<file path="src/rtl/rvf_defines.svh">
`ifndef RVF_DEFINES_SVH
`define RVF_DEFINES_SVH

// ########################################
// Datapath
// ########################################

// Data and address width
`define RVF_XLEN 32

// First fetch address out of reset
`define RVF_RESET_PC 32'h8000_0000

// ########################################
// Multi-cycle execute latencies
// ########################################

`define RVF_MUL_CYCLES 3 // Multiply stall
`define RVF_DIV_CYCLES 8 // Divide stall

`endif

</file>
<file path="src/rtl/rvf_pkg.sv">
`default_nettype none

`include "rvf_defines.svh"

package rvf_pkg;

    // ########################################
    // Opcode and funct7 values
    // ########################################
    localparam logic [6:0] OP_JAL        = 7'b110_1111;
    localparam logic [6:0] OP_JALR       = 7'b110_0111;
    localparam logic [6:0] OP_LOAD       = 7'b000_0011;
    localparam logic [6:0] OP_STORE      = 7'b010_0011;
    localparam logic [6:0] OP_REG        = 7'b011_0011;
    localparam logic [6:0] FUNCT7_MULDIV = 7'b000_0001; // M extension

    // ########################################
    // Instruction word views
    // ########################################
    typedef struct packed {
        logic [11:0] imm;      // funct7 sits in imm[11:5] for R-type
        logic [4:0]  rs1;
        logic [2:0]  funct3;
        logic [4:0]  rd;
        logic [6:0]  opcode;
    } i_view_t;

    typedef struct packed {
        logic        imm_20;   // Sign bit
        logic [9:0]  imm_10_1;
        logic        imm_11;
        logic [7:0]  imm_19_12;
        logic [4:0]  rd;
        logic [6:0]  opcode;
    } j_view_t;

    typedef union packed {
        i_view_t i_view;
        j_view_t j_view;
    } inst_word_u;

    // Decode stage contents seen by sequencer and timer
    typedef struct packed {
        logic                 valid;
        logic                 is_mul;
        logic                 is_div;
        logic                 is_mem;
        logic                 is_jal;
        logic                 is_jalr;
        logic [`RVF_XLEN-1:0] pc;
        logic [`RVF_XLEN-1:0] target;
    } id_info_t;

endpackage

`default_nettype wire

</file>
<file path="src/rtl/pc_sequencer.sv">
`timescale 1ns/1ps
`default_nettype none

`include "rvf_defines.svh"

module pc_sequencer (
    input  wire logic                 clk,
    input  wire logic                 rst_n,
    input  wire logic                 fetch_done,
    input  wire rvf_pkg::id_info_t    id_info,
    input  wire logic                 mul_done,
    input  wire logic                 div_done,
    input  wire logic                 lsu_busy,
    output logic                      fetch_en,
    output logic [`RVF_XLEN-1:0]      curr_pc,
    output logic                      advance,
    output logic                      redirect_flush
);

    localparam logic [`RVF_XLEN-1:0] PC_STEP = 4;

    logic                 jalr_pending;
    logic                 jalr_pending_nxt;
    logic [`RVF_XLEN-1:0] next_pc;

    // ########################################
    // Next pc selection
    // ########################################
    always_comb begin
        next_pc          = curr_pc;
        advance          = 1'b0;
        redirect_flush   = 1'b0;
        jalr_pending_nxt = jalr_pending;
        if (fetch_done) begin
            if (id_info.is_mul) begin
                if (mul_done) begin
                    next_pc = curr_pc + PC_STEP;
                    advance = 1'b1;
                end
            end else if (id_info.is_div) begin
                if (div_done) begin
                    next_pc = curr_pc + PC_STEP;
                    advance = 1'b1;
                end
            end else if (id_info.is_mem && lsu_busy) begin
                next_pc = curr_pc;                  // Wait for LSU
            end else if (id_info.is_jalr && !jalr_pending) begin
                jalr_pending_nxt = 1'b1;            // Base read takes one fetch
            end else if (jalr_pending) begin
                next_pc          = id_info.target;
                advance          = 1'b1;
                redirect_flush   = 1'b1;
                jalr_pending_nxt = 1'b0;
            end else if (id_info.is_jal) begin
                next_pc        = id_info.target;
                advance        = 1'b1;
                redirect_flush = 1'b1;              // Drop fall-through word
            end else begin
                next_pc = curr_pc + PC_STEP;
                advance = 1'b1;
            end
        end
    end

    // ########################################
    // State
    // ########################################
    always_ff @(posedge clk or negedge rst_n) begin
        if (!rst_n) begin
            fetch_en     <= 1'b0;
            jalr_pending <= 1'b0;
            curr_pc      <= `RVF_RESET_PC;
        end else begin
            fetch_en     <= 1'b1;
            jalr_pending <= jalr_pending_nxt;
            curr_pc      <= next_pc;
        end
    end

endmodule

`default_nettype wire

</file>
<file path="src/rtl/inst_decoder.sv">
`timescale 1ns/1ps
`default_nettype none

`include "rvf_defines.svh"

module inst_decoder (
    input  wire logic                 clk,
    input  wire logic                 rst_n,
    input  wire logic                 advance,
    input  wire logic [31:0]          fetch_data,
    input  wire logic [`RVF_XLEN-1:0] fetch_pc,
    input  wire logic [`RVF_XLEN-1:0] jalr_base,
    input  wire logic                 redirect_flush,
    output rvf_pkg::id_info_t         id_info
);

    import rvf_pkg::*;

    inst_word_u           inst_q;
    logic [`RVF_XLEN-1:0] pc_q;
    logic                 valid_q;
    logic [`RVF_XLEN-1:0] j_imm;
    logic [`RVF_XLEN-1:0] i_imm;
    logic [`RVF_XLEN-1:0] jalr_sum;
    logic                 is_muldiv;

    // ########################################
    // Decode register
    // ########################################
    always_ff @(posedge clk or negedge rst_n) begin
        if (!rst_n) begin
            valid_q <= 1'b0;
        end else if (advance) begin
            valid_q <= !redirect_flush;     // Wrong path after a redirect
        end
    end

    always_ff @(posedge clk) begin
        if (advance) begin
            inst_q <= inst_word_u'(fetch_data);
            pc_q   <= fetch_pc;
        end
    end

    // ########################################
    // Classification and targets
    // ########################################
    assign is_muldiv = (inst_q.i_view.opcode == OP_REG) &&
                       (inst_q.i_view.imm[11:5] == FUNCT7_MULDIV);

    assign j_imm = {{(`RVF_XLEN-20){inst_q.j_view.imm_20}}, inst_q.j_view.imm_19_12,
                    inst_q.j_view.imm_11, inst_q.j_view.imm_10_1, 1'b0};
    assign i_imm = {{(`RVF_XLEN-12){inst_q.i_view.imm[11]}}, inst_q.i_view.imm};

    assign jalr_sum = jalr_base + i_imm;

    always_comb begin
        id_info.valid   = valid_q;
        id_info.is_mul  = valid_q && is_muldiv && !inst_q.i_view.funct3[2];
        id_info.is_div  = valid_q && is_muldiv && inst_q.i_view.funct3[2];
        id_info.is_mem  = valid_q && ((inst_q.i_view.opcode == OP_LOAD) ||
                                      (inst_q.i_view.opcode == OP_STORE));
        id_info.is_jal  = valid_q && (inst_q.j_view.opcode == OP_JAL);
        id_info.is_jalr = valid_q && (inst_q.i_view.opcode == OP_JALR);
        id_info.pc      = pc_q;
        if (inst_q.j_view.opcode == OP_JAL) begin
            id_info.target = pc_q + j_imm;
        end else begin
            id_info.target = {jalr_sum[`RVF_XLEN-1:1], 1'b0};
        end
    end

endmodule

`default_nettype wire

</file>
<file path="src/rtl/muldiv_timer.sv">
`timescale 1ns/1ps
`default_nettype none

`include "rvf_defines.svh"

module muldiv_timer (
    input  wire logic              clk,
    input  wire logic              rst_n,
    input  wire rvf_pkg::id_info_t id_info,
    input  wire logic              advance,
    output logic                   mul_done,
    output logic                   div_done
);

    localparam int CNT_W = $clog2(`RVF_DIV_CYCLES + 1);

    localparam logic [CNT_W-1:0] MUL_LAST = CNT_W'(`RVF_MUL_CYCLES - 1);
    localparam logic [CNT_W-1:0] DIV_LAST = CNT_W'(`RVF_DIV_CYCLES - 1);

    logic [CNT_W-1:0] cnt;
    logic             running;

    // Counting stops once the matching flag is up
    assign running = (id_info.is_mul && !mul_done) || (id_info.is_div && !div_done);

    always_ff @(posedge clk or negedge rst_n) begin
        if (!rst_n) begin
            cnt      <= '0;
            mul_done <= 1'b0;
            div_done <= 1'b0;
        end else if (advance) begin
            cnt      <= '0;                 // New word in decode
            mul_done <= 1'b0;
            div_done <= 1'b0;
        end else if (running) begin
            cnt <= cnt + 1'b1;
            if (id_info.is_mul && (cnt == MUL_LAST)) begin
                mul_done <= 1'b1;
            end
            if (id_info.is_div && (cnt == DIV_LAST)) begin
                div_done <= 1'b1;
            end
        end
    end

endmodule

`default_nettype wire

</file>
<file path="src/rtl/fetch_top.sv">
`timescale 1ns/1ps
`default_nettype none

`include "rvf_defines.svh"

module fetch_top (
    input  wire logic                 clk,
    input  wire logic                 rst_n,
    output logic                      fetch_en,
    output logic [`RVF_XLEN-1:0]      fetch_addr,
    input  wire logic                 fetch_done,
    input  wire logic [31:0]          fetch_data,
    input  wire logic [`RVF_XLEN-1:0] jalr_base,
    input  wire logic                 lsu_busy,
    output logic [`RVF_XLEN-1:0]      id_pc,
    output logic                      id_valid
);

    import rvf_pkg::*;

    id_info_t id_info;
    logic     advance;
    logic     redirect_flush;
    logic     mul_done;
    logic     div_done;

    // ########################################
    // Sequencer, decode and timer
    // ########################################
    pc_sequencer u_pc_sequencer (
        .clk            (clk),
        .rst_n          (rst_n),
        .fetch_done     (fetch_done),
        .id_info        (id_info),
        .mul_done       (mul_done),
        .div_done       (div_done),
        .lsu_busy       (lsu_busy),
        .fetch_en       (fetch_en),
        .curr_pc        (fetch_addr),  // Fetch address is the pc
        .advance        (advance),
        .redirect_flush (redirect_flush)
    );

    inst_decoder u_inst_decoder (
        .clk            (clk),
        .rst_n          (rst_n),
        .advance        (advance),
        .fetch_data     (fetch_data),
        .fetch_pc       (fetch_addr),
        .jalr_base      (jalr_base),
        .redirect_flush (redirect_flush),
        .id_info        (id_info)
    );

    muldiv_timer u_muldiv_timer (
        .clk      (clk),
        .rst_n    (rst_n),
        .id_info  (id_info),
        .advance  (advance),
        .mul_done (mul_done),
        .div_done (div_done)
    );

    assign id_pc    = id_info.pc;
    assign id_valid = id_info.valid;

endmodule

`default_nettype wire

</file>
<file path="config.mk">
export PLATFORM = sky130hd
export DESIGN_NAME = fetch_top
export DESIGN_NICKNAME = d
export VERILOG_FILES = /design/src/rtl/rvf_pkg.sv /design/src/rtl/pc_sequencer.sv /design/src/rtl/inst_decoder.sv /design/src/rtl/muldiv_timer.sv /design/src/rtl/fetch_top.sv
export VERILOG_INCLUDE_DIRS = /design/src /design/src/rtl
export SDC_FILE = /design/constraint.sdc
export NUM_CORES = 1
export LEC_CHECK = 0
export BUFFER_PORTS_ARGS = -buffer_cell sky130_fd_sc_hd__buf_4
export CAP_MARGIN = 20
export CORE_MARGIN = 10
export CORE_UTILIZATION = 45
export CTS_CLUSTER_DIAMETER = 80
export DETAILED_ROUTE_END_ITERATION = 10
export HOLD_SLACK_MARGIN = 0.06
export PLACE_DENSITY = 0.66
export SKIP_CTS_REPAIR_TIMING = 1
export SLEW_MARGIN = 20
export SYNTH_ARGS = -nofsm -noshare
export SYNTH_HDL_FRONTEND = slang
export SYNTH_SLANG_ARGS = --single-unit
</file>
<file path="constraint.sdc">
create_clock -name clk -period 6 [get_ports clk]
set_input_delay 1.5 -clock clk [delete_from_list [all_inputs] [get_ports clk]]
set_output_delay 1.5 -clock clk [all_outputs]
set_load 0.1 [all_outputs]
</file>
---- Yosys cells after proc, flatten, opt, wreduce, memory -nomap -nowiden ----
Index checks and enable logic that the tools add are counted.
storage, ports and cells
  logic and storage cells ................. 87
  register bits ........................... 105
  output and inout bits ................... 66
cells by class
  reductions and logical operators ........ 27
  add/subtract/negate cells ............... 4
  bitwise gates (word level) .............. 3
  muxes and demuxes ....................... 32
  equal/unequal tests ..................... 12
operators with widths
  kind                                                   count
  two-way mux 32 bit                                     9
  adder 32 bit                                           2
  adder 32 x 3 -> 32 bit, second input constant          1
  two-way mux 1 bit                                      21
  equality test 7 x 6 -> 1 bit, second input constant    2
  equality test 7 bit, second input constant             2
  logical AND 1 bit                                      13
  two-way mux 4 bit                                      2
  equality test 7 x 1 -> 1 bit, second input constant    1
  equality test 7 x 2 -> 1 bit, second input constant    1
  inequality test 3 x 1 -> 1 bit, second input constant  2
  nonzero test 2 bit                                     3
  logical NOT 1 bit                                      5
  AND reduction 5 bit                                    1
  adder 4 x 1 -> 4 bit, second input constant            1
  equality test 4 x 2 -> 1 bit, second input constant    1
  equality test 4 x 3 -> 1 bit, second input constant    1
  AND reduction 2 bit                                    2
  AND reduction 4 bit                                    1
  inequality test 3 x 2 -> 1 bit, second input constant  1
  inverter 1 bit                                         3
  logical OR 1 bit                                       2
  inequality test 2 bit, second input constant           1

---- Longest topological paths before layout ----
Gate-level depths: netlist of run 1.
  depth after elaboration ................. 10
  gate-level depth with buffers ........... 12
  gate-level depth less buffers ........... 12

---- Hierarchy ----
A second synthesis of run 1 with hierarchy kept.
second synthesis, totals
  cells, all modules ...................... 871
  area, all modules ....................... 7932.6 um2
by module, submodules not included
  module        area each (um2)  cells an instance  times used  seq. area each (um2)
  inst_decoder  5460.2           585                1           1796.7
  pc_sequencer  2120.8           253                1           852.1
  muldiv_timer  351.6            33                 1           150.1

---- Least setup slack after synthesis of run 1 ----
Ideal clock, no wire load.
  path kind ............................... input-to-reg
  from .................................... input lsu_busy
  to ...................................... register u_inst_decoder.inst_q[0] (netlist name), enable pin
  buffers on the path ..................... 1
  cell stages on the path ................. 6
  setup slack ............................. 1.744 ns
  arrival ................................. 3.810 ns
  required time ........................... 5.554 ns
  cells stage by stage .................... nand2b_1 > o21ai_0 > nor2_1 > nand2_2 > inv_2 > buf_1
between the ends
  cells in the longest elaborated chain, start to end .. 5
RTL lines
  element               line                text
  from (decl)           fetch_top.sv:14     input wire logic lsu_busy,
  logical AND 1 bit     pc_sequencer.sv:45  end else if (id_info.is_mem && lsu_busy) begin
  two-way mux 1 bit     pc_sequencer.sv:45
  two-way mux 1 bit     pc_sequencer.sv:40  end else if (id_info.is_div) begin
  two-way mux 1 bit     pc_sequencer.sv:35  if (id_info.is_mul) begin
  two-way mux 1 bit     pc_sequencer.sv:34  if (fetch_done) begin
  to (signal assigned)  inst_decoder.sv:40  inst_q <= inst_word_u'(fetch_data);
  to (decl)             inst_decoder.sv:19  inst_word_u inst_q;
No other way between the ends.
A chain may end at the register's enable or synchronous reset.

---- Worst setup path in the final report of run 1 ----
  from .................................... input lsu_busy
  to ...................................... register u_pc_sequencer.curr_pc[25]
between the ends
  cells in the longest elaborated chain, start to end .. 3
RTL lines
  element                                          line                text
  logical AND 1 bit                                pc_sequencer.sv:45
  inequality test 3 x 1 -> 1 bit (no source line)  --
  AND reduction 5 bit (no source line)             --
  to (signal assigned)                             pc_sequencer.sv:72  curr_pc <= `RVF_RESET_PC;
  to (signal assigned)                             pc_sequencer.sv:76  curr_pc <= next_pc;
  to (decl)                                        pc_sequencer.sv:15  output logic [`RVF_XLEN-1:0] curr_pc,
No other way between the ends.

==> qor.txt, run 1 <==
Status = completed
Worst-Skew Late Latency = 0.37 ns
Final wirelength = 22.6 mm
Primary FF master, synth = edfxtp_1
Critical path depth in cells = 11
CP startpoint kind = input port
Initial antenna violation count = 0
P per Cell Area = 355 nW/µm²
Post-synth EDFFs = 59
Setup violations, final = 0
CTS Sinks = 100
Leakage = 3.84 nW
Tot GR Track Use = 19.9%
Final min period = 3.82 ns
Core Footprint = 16600 µm²
Worst EP required = 6.29 ns
First-pass DRT Iterations = 5
Setup CP Type = input port to flip-flop
Commonest non-fill, non-tap cells in the layout = buf_4, a21oi_1, o21ai_0, ha_1
Final Instance Count excl. Fillers = 1186
Register area share after synthesis = 36.5%
Height of the die = 151 µm
Die width = 151 µm
Slowest Stage Delay on Critical Path = 0.83 ns
Root Driver = clkbuf_16
First-pass GRT wire length = 36.1 mm
RSZ-0062 raised after global routing = false
Io pins = 134
Clock-pin slew on the worst setup and hold paths = 0.08 ns
Netlist Area Pre-Place = 7670 µm²
Seq cells post-synth = 100
Cell area after layout = 9070 µm²
Final Util = 54.5%
Max FO, Critical Path = 81
Routability cong. = 0.894
Via Count = 6995
Initial Utilization = 46.1%
Reg2reg setup slack = 2.41 ns
Final setup TNS = 0 ns
TritonCTS Buffers = 9
# diodes = 0
Syn Inst Count = 851
Synth-to-Final Area Change = 18.2%
Vias in the first global route = 6594
Fmax = 262 MHz
Async set-or-reset flop fraction in the synthesized netlist = 41.0%
Filler cell count = 1546
Grt ovf = 0
Net Count, Synth = 984
CP bufs+invs = 3
I/O Buffers = 128
Final hold vios = 0
Pins Over Slew Limit = 0
Total Power = 3.22 mW
Delay-heaviest family, CP = buffers and inverters
HPWL after DPL = 16.9 mm
Unique masters post-synth = 79
Slew HR = 30.4%
Worst path slowest cell = buf_4
Die area = 22700 µm²
Hold Path Depth = 0
Largest net degree at the start of global routing = 82
Number of remaining DRC errors = 0
Critical Path AT = 4.10 ns
Vias per inst = 5.90
Maximum VDD drop = 0.243 mV
Total area of multi-input combinational cells = 4630 µm²
Row count = 47
Final Cycle Share = 63.6%
Register area = 2800 µm²
First-iteration detailed-routing DRC count = 562
Layout cells sized above 1 = 18.3%
Htree depth = 3
Post-Place Cells = 1170
Nets = 1094
Final ANT Viol Nets = 0
Reg2Reg Depth = 11
WL per Instance = 19.0 µm
Final Skew = 0.0133 ns
Worst Hold Class = flip-flop to flip-flop
Crit-path cells = buf_4 -> nand2b_1 -> o21ai_0 -> nor2_1 -> nand2_2 -> clkinv_2 -> buf_4 -> a21oi_1 -> a31oi_1 -> o21ai_0 -> a31oi_1
Clock Path Buffers = 2
Most common library cell in the layout ignoring fill and taps = buf_4
Ys Warns = 0
Tightest Pin Transition = 1.04 ns
CTS tree = done
Worst Setup End Kind = flip-flop
Max-cap violations = 0
Syn avg cell area = 9.02 µm²
DP Area = 8790 µm²
[synthesized netlist by cell type, types with 16 or more instances]
master    instances  area share, %
nand4_1          16            1.3
nor2_1           62            3.0
ha_1             63             10
nor3_1           17            1.1
o21ai_0          78            5.1
edfxtp_1         59             23
inv_1            23            1.1
nand2_1          61            3.0
a21oi_1          89            5.8
a21o_1           19            1.9
xor2_1           27            3.1
nand3_1          36            2.3
clkbuf_1         19           0.93
xnor2_1          29            3.3
dfrtp_1          40             13
a31oi_1          17            1.4
[per-stage QoR]
step,setup slack [ns],hold slack [ns]
after floorplan,1.74,0.450
after CTS,2.23,0.479
after global placement,1.87,0.460
after detailed placement,1.86,0.461
final,2.18,0.485
after global routing,1.92,0.498
[state kept, by name, indices dropped and copies added, names as in the netlist, 4 cells and up]
name,cells
u_pc_sequencer.curr_pc,32
u_inst_decoder.pc_q,32
u_inst_decoder.inst_q,27
u_muldiv_timer.cnt,4
[metal layers]
layer / global-route usage, % / part of all wire (%) / vias up
met5: 0 / 0 / -
met4: 4.48 / 0.96 / 0
met3: 4.53 / 8.3 / 19
met2: 28.7 / 42 / 231
met1: 29.5 / 48 / 3303
li1: - / - / 3442
[layout make-up]
cell class                      instances  area share, %
Sequential cell                       100           30.9
Clock inverter                          7          0.621
Tap cell                              220           3.03
Multi-Input combinational cell        694           51.1
Clock buffer                            9           2.48
Inverter                               24           1.01
Timing Repair Buffer                  132           10.9
[cells by family after synthesis]
logic type	count (synthesis)	synth area share (%)
flip-flops	100	36.5
buffers and inverters	57	3.26
multiplexers	3	0.408
adder cells (fa/ha/maj)	65	10.8
other	1	0.0489
AND/OR/NAND/NOR	269	17.8
XOR/XNOR	56	6.39
AO/OA/AOI/OAI	300	24.8
[power breakdown]
group | switching (mW) | internal [mW]
sequential | 0.159 | 0.859
clock | 0.283 | 0.288
combinational | 1.20 | 0.434
[worst paths after layout]
kind	from	to
min in group asynchronous	rst_n	u_pc_sequencer.curr_pc[29]
worst max-delay path	lsu_busy	u_pc_sequencer.curr_pc[25]
max in group asynchronous	rst_n	u_muldiv_timer.mul_done
worst min register to register	u_pc_sequencer.curr_pc[0]	u_inst_decoder.pc_q[0]
worst max register to register	u_inst_decoder.valid_q	u_pc_sequencer.curr_pc[25]
worst min-delay path	u_pc_sequencer.curr_pc[0]	u_inst_decoder.pc_q[0]
Note: power is estimated with default switching activity, not from simulation.
==> run 2, diff against run 1 <==
- PLACE_DENSITY: 0.66 -> 0.69
- clock period: 6 -> 3.3 ns (I/O delays scaled with it)
==> qor.txt, run 2 (synthesis gave the netlist of run 1 again) <==
CTS Sinks = 100
Worst Setup End Kind = flip-flop
Final setup TNS = 0 ns
Slowest Stage Delay on Critical Path = 0.48 ns
Post-Place Worst Slack = -0.111 ns
CP startpoint kind = input port
Vias per inst = 5.90
Critical path depth in cells = 12
P per Cell Area = 641 nW/µm²
Total area of multi-input combinational cells = 4640 µm²
Height of the die = 151 µm
RSZ-0062 raised after global routing = false
Final ANT Viol Nets = 0
Synth-to-Final Area Change = 21.2%
Via Count = 7158
Most common library cell in the layout ignoring fill and taps = buf_4
Worst-Skew Late Latency = 0.36 ns
Clock-pin slew on the worst setup and hold paths = 0.07 ns
Status = completed
Maximum VDD drop = 0.361 mV
Number of remaining DRC errors = 0
Io pins = 134
Worst Hold Class = input port to asynchronous set/reset pin
Commonest non-fill, non-tap cells in the layout = buf_4, a21oi_1, o21ai_0, ha_1
First-pass GRT wire length = 36.8 mm
Critical Path AT = 3.31 ns
Grt ovf = 0
Top routing layer in use = met4
Total Power = 5.96 mW
# diodes = 0
Root Driver = clkbuf_16
I/O Buffers = 128
Largest net degree at the start of global routing = 43
Final Skew = 0.0101 ns
CP Launch Point = jalr_base[1]
Setup violations, final = 0
First-iteration detailed-routing DRC count = 517
Register area = 2800 µm²
Filler cell count = 1527
CTS tree = done
Max FO, Critical Path = 3
First-pass DRT Iterations = 8
Final worst slack = 0.242 ns
Fmax = 327 MHz
Initial antenna violation count = 0
Vias in the first global route = 6881
Initial Utilization = 46.1%
Htree depth = 3
Critical Path End = u_pc_sequencer.curr_pc[24]
Routability cong. = 0.877
Critical Path Most Common Cell = a211oi_2
TritonCTS Buffers = 9
Worst EP required = 3.55 ns
Reg-to-reg startpoint = u_inst_decoder.inst_q[21]
Slew HR = 42.1%
Crit-path cells = buf_4 -> inv_1 -> fa_1 -> nand2b_1 -> a211oi_2 -> o2111a_2 -> o31a_4 -> a211oi_2 -> nand3b_1 -> and3b_1 -> xnor2_1 -> a221o_1
Pins Over Slew Limit = 0
Layout cells sized above 1 = 20.5%
Worst r2r dst = u_pc_sequencer.curr_pc[31]
Delay-heaviest family, CP = compound AO/OA/AOI/OAI gates
Die width = 151 µm
Core Footprint = 16600 µm²
Final min period = 3.06 ns
Reg2Reg Depth = 12
HPWL after DPL = 17.6 mm
Die area = 22700 µm²
CP bufs+invs = 2
Worst path slowest cell = fa_1
Clock Path Buffers = 2
Tot GR Track Use = 20.4%
Setup CP Type = input port to flip-flop
Reg2reg setup slack = 0.26 ns
WL per Instance = 18.9 µm
Max-cap violations = 0
Metal3 WL = 1.86 mm
Metal1 wirelength = 10.7 mm
Final Cycle Share = 92.7%
Leakage = 3.97 nW
Row count = 47
Final wirelength = 22.9 mm
Tightest Pin Transition = 0.869 ns
Biggest regs = u_inst_decoder.pc_q: 32 flops, u_pc_sequencer.curr_pc: 32 flops, u_inst_decoder.inst_q: 27 flops
Met2 wire length = 9.95 mm
Nets = 1121
Final hold vios = 0
[run 2: worst min-delay path by stage]
stage                                          from                    endpoint  slack, ns  cells after the start
after floorplan             u_muldiv_timer.div_done     u_muldiv_timer.div_done       0.45                      2
after global placement    u_pc_sequencer.curr_pc[0]      u_inst_decoder.pc_q[0]       0.46                      0
after detailed placement  u_pc_sequencer.curr_pc[0]      u_inst_decoder.pc_q[0]       0.48                      0
after CTS                                     rst_n   u_pc_sequencer.curr_pc[0]       0.49                      1
after global routing                          rst_n  u_pc_sequencer.curr_pc[28]       0.51                      1
final                                         rst_n  u_pc_sequencer.curr_pc[27]       0.46                      1
[run 2: area by class of cell]
type / count / share of cell area [%]
multi-input combinational: 694 / 49.9
sequential: 100 / 30.1
timing repair buffer: 159 / 12.8
tap: 220 / 2.96
clock buffer: 11 / 2.61
inverter: 24 / 0.982
clock inverter: 5 / 0.552
[run 2: metal layers]
layer  up-vias  GRT usage, %
li1       3491             -
met1      3363          28.9
met2       272          30.1
met3        32          4.50
met4         0          6.26
met5         -             0
[run 2: power by group]
part	switching (mW)	internal, mW
Combinational	2.20	0.830
Sequential	0.264	1.56
Clock	0.496	0.605
[run 2: worst reg2reg max path: cells and delay by family (launching register included)]
kind / cells / cell delay, ns
flops: 1 / 0.39
fa+ha+maj: 2 / 0.61
compound gates: 6 / 1.43
simple gates: 2 / 0.31
xor+xnor: 1 / 0.12
buf+inv: 1 / 0.08
[run 2: per-stage QoR]
stage	hold slack, ns	cell area, µm²	util, %	instances
2_1_floorplan	0.450	7680	-	851
3_3_place_gp	0.457	8990	54.0	1197
3_5_place_dp	0.475	8990	54.0	1197
4_1_cts	0.490	9290	55.8	1213
5_1_grt	0.509	9300	55.9	1213
6_report	0.460	9300	55.9	1213
==> run 3, diff against run 2 <==
- ABC_AREA: default -> 1
- CORE_MARGIN: 10 -> 2
- PLACE_DENSITY: 0.69 -> 0.68
==> qor.txt, run 3 <==
WHS = 0.462 ns
Cell accounting for the most synthesized area = nand2_1
Number of remaining DRC errors = 0
Async set-or-reset flop fraction in the synthesized netlist = 41.0%
Clock Path Buffers = 2
Ys Warns = 0
Clk network pwr share = 18.0%
Nets = 1733
Worst EP required = 3.54 ns
Synth-to-Final Area Change = 16.5%
Worst-Skew Late Latency = 0.35 ns
Tot GR Track Use = 26.5%
Final Cycle Share = 79.1%
Leakage = 5.79 nW
Comb power frac = 51.3%
P per Cell Area = 533 nW/µm²
Biggest regs = u_inst_decoder.pc_q: 32 flops, u_pc_sequencer.curr_pc: 32 flops, u_inst_decoder.inst_q: 27 flops
Ranking of synthesized cells by area = nand2_1, edfxtp_1, dfrtp_1, inv_1, ha_1
Internal power = 2.84 mW
Tightest Pin Transition = 0.708 ns
Routability cong. = 0.965
HPWL after DPL = 23.7 mm
Most common library cell in the layout ignoring fill and taps = nand2_1
Unique masters post-synth = 50
Worst r2r dst = u_pc_sequencer.curr_pc[20]
Reg-to-reg startpoint = u_inst_decoder.inst_q[31]
Grt ovf = 0
Setup CP Type = flip-flop to flip-flop
Final ANT Viol Nets = 0
Die width = 149 µm
Largest net degree at the start of global routing = 42
Core Footprint = 20900 µm²
Net Count, Synth = 1602
Clock-pin slew on the worst setup and hold paths = 0.07 ns
NetSw = 3.07 mW
TritonCTS Buffers = 9
Row count = 53
Final setup TNS = 0 ns
Reg2Reg Depth = 15
Htree depth = 3
Final wirelength = 29.5 mm
First-iteration detailed-routing DRC count = 797
Die area = 22300 µm²
Status = completed
Met1 Usage GRT = 36.8%
I/O Buffers = 128
Most frequent cell after synthesis = nand2_1
Critical Path AT = 2.85 ns
Register area share after synthesis = 29.4%
WL per Instance = 15.7 µm
Root Driver = clkbuf_16
Height of the die = 149 µm
Met3 Usage GRT = 3.02%
GRT busiest layer = met2
Final Skew = 0.00980 ns
Netlist Area Pre-Place = 9530 µm²
Post-synth top area share = 20.1%
Vias per inst = 5.19
Fmax = 383 MHz
RSZ-0062 raised after global routing = false
Worst Hold Class = input port to asynchronous set/reset pin
Switch share = 51.9%
Syn Inst Count = 1469
Via Count = 9762
Max FO, Critical Path = 34
Setup violations, final = 0
CTS Sinks = 100
Seq cells post-synth = 100
Layout cells sized above 1 = 12.3%
Pins Over Slew Limit = 0
Part of the power in registers = 30.7%
Worst Setup End Kind = flip-flop
Slew HR = 52.4%
Final hold vios = 0
First-pass GRT wire length = 46.1 mm
Io pins = 134
Initial antenna violation count = 0
Post-synth EDFFs = 59
Synth cell count leaders = nand2_1, inv_1, nor2_1
Reg2reg setup slack = 0.69 ns
CP startpoint kind = flip-flop
Initial Utilization = 45.6%
Final min period = 2.61 ns
Maximum VDD drop = 0.466 mV
First-pass DRT Iterations = 6
Met2 Track Usage GR = 43.6%
# diodes = 0
Syn avg cell area = 6.48 µm²
Max-cap violations = 0
CTS tree = done
Commonest non-fill, non-tap cells in the layout = nand2_1, inv_1, nor2_1, buf_4, nand3_1
Vias in the first global route = 9009
Filler cell count = 2157
Primary FF master, synth = edfxtp_1
==> run 3: changes by cell type after synthesis, sizes merged, moves of 20 or more <==
| cell | previous run | this run |
|---|---|---|
| inv | 24 | 230 |
| a21o | 21 | 1 |
| nand3 | 36 | 115 |
| o21ai | 82 | 54 |
| nor2 | 63 | 149 |
| xnor2 | 29 | 8 |
| nand2 | 65 | 518 |
==> run 3: cell type report <==
cell class,instances,area [µm²],area share [%]
multi-input cells,1120,5730,51.6
flip-flops and latches,100,2800,25.2
repair buffers,138,1060,9.56
inverters,231,871,7.85
well taps,275,344,3.10
clock buffers,9,225,2.03
clock inverters,7,70.1,0.631
==> run 3: per-layer routing <==
layer / part of all wire (%) / up-vias
met5: 0 / -
met4: 2.4 / 0
li1: - / 4995
met1: 45 / 4431
met2: 47 / 298
met3: 6.1 / 38
==> run 3: how the worst max path moves through the flow <==
stage	to	from	slack, ns	depth (start not counted)
floorplan	u_pc_sequencer.curr_pc[21]	u_inst_decoder.pc_q[1]	0.59	17
CTS	u_inst_decoder.inst_q[29]	u_inst_decoder.inst_q[25]	0.72	10
global placement	u_pc_sequencer.curr_pc[17]	jalr_base[4]	0.47	12
finish	u_pc_sequencer.curr_pc[20]	u_inst_decoder.inst_q[31]	0.69	15
detailed placement	u_pc_sequencer.curr_pc[17]	jalr_base[4]	0.41	12
global route	u_pc_sequencer.curr_pc[29]	u_inst_decoder.inst_q[31]	0.47	14
==> run 3: cell families after synthesis <==
group / Yosys count / share of synthesized area, %
buffers and inverters: 249 / 10.5
flip-flops: 100 / 29.4
XOR/XNOR: 36 / 3.31
multiplexers: 1 / 0.105
AO/OA/AOI/OAI: 166 / 9.63
other: 1 / 0.0394
AND/OR/NAND/NOR: 851 / 38.3
adder cells (fa/ha/maj): 65 / 8.70
==> run 3: power groups by stage <==
stage,Combinational (mW),Sequential (mW),Clock (mW)
global route,3.27,1.85,1.12
CTS,3.02,1.81,1.07
floorplan,1.17,2.91,0
detailed placement,3.01,1.84,0
finish,3.03,1.82,1.06
global placement,2.98,1.84,0
==> run 3: critical path, stage by stage (launching register included) <==
cell,delay [ns]
edfxtp_1,0.41
buf_12,0.18
ha_1,0.41
nand2_1,0.15
nor2_1,0.16
inv_1,0.09
nor2_1,0.18
nand4_1,0.19
nand3_1,0.13
nand2_1,0.05
nand3_1,0.09
nand2_1,0.11
nand2_1,0.14
nand2_1,0.07
nand2_1,0.06
nand2_1,0.04
==> run 3: per-stage QoR <==
step / setup WS [ns] / instances / instance area (µm²) / power (mW) / utilization [%]
after detailed placement: 0.407 / 1864 / 10800 / 4.85 / 51.7
after floorplan: 0.587 / 1469 / 9530 / 4.08 / -
final: 0.689 / 1880 / 11100 / 5.91 / 53.1
after global placement: 0.468 / 1864 / 10800 / 4.82 / 51.7
after global routing: 0.465 / 1880 / 11100 / 6.24 / 53.1
after CTS: 0.716 / 1880 / 11100 / 5.91 / 53.1
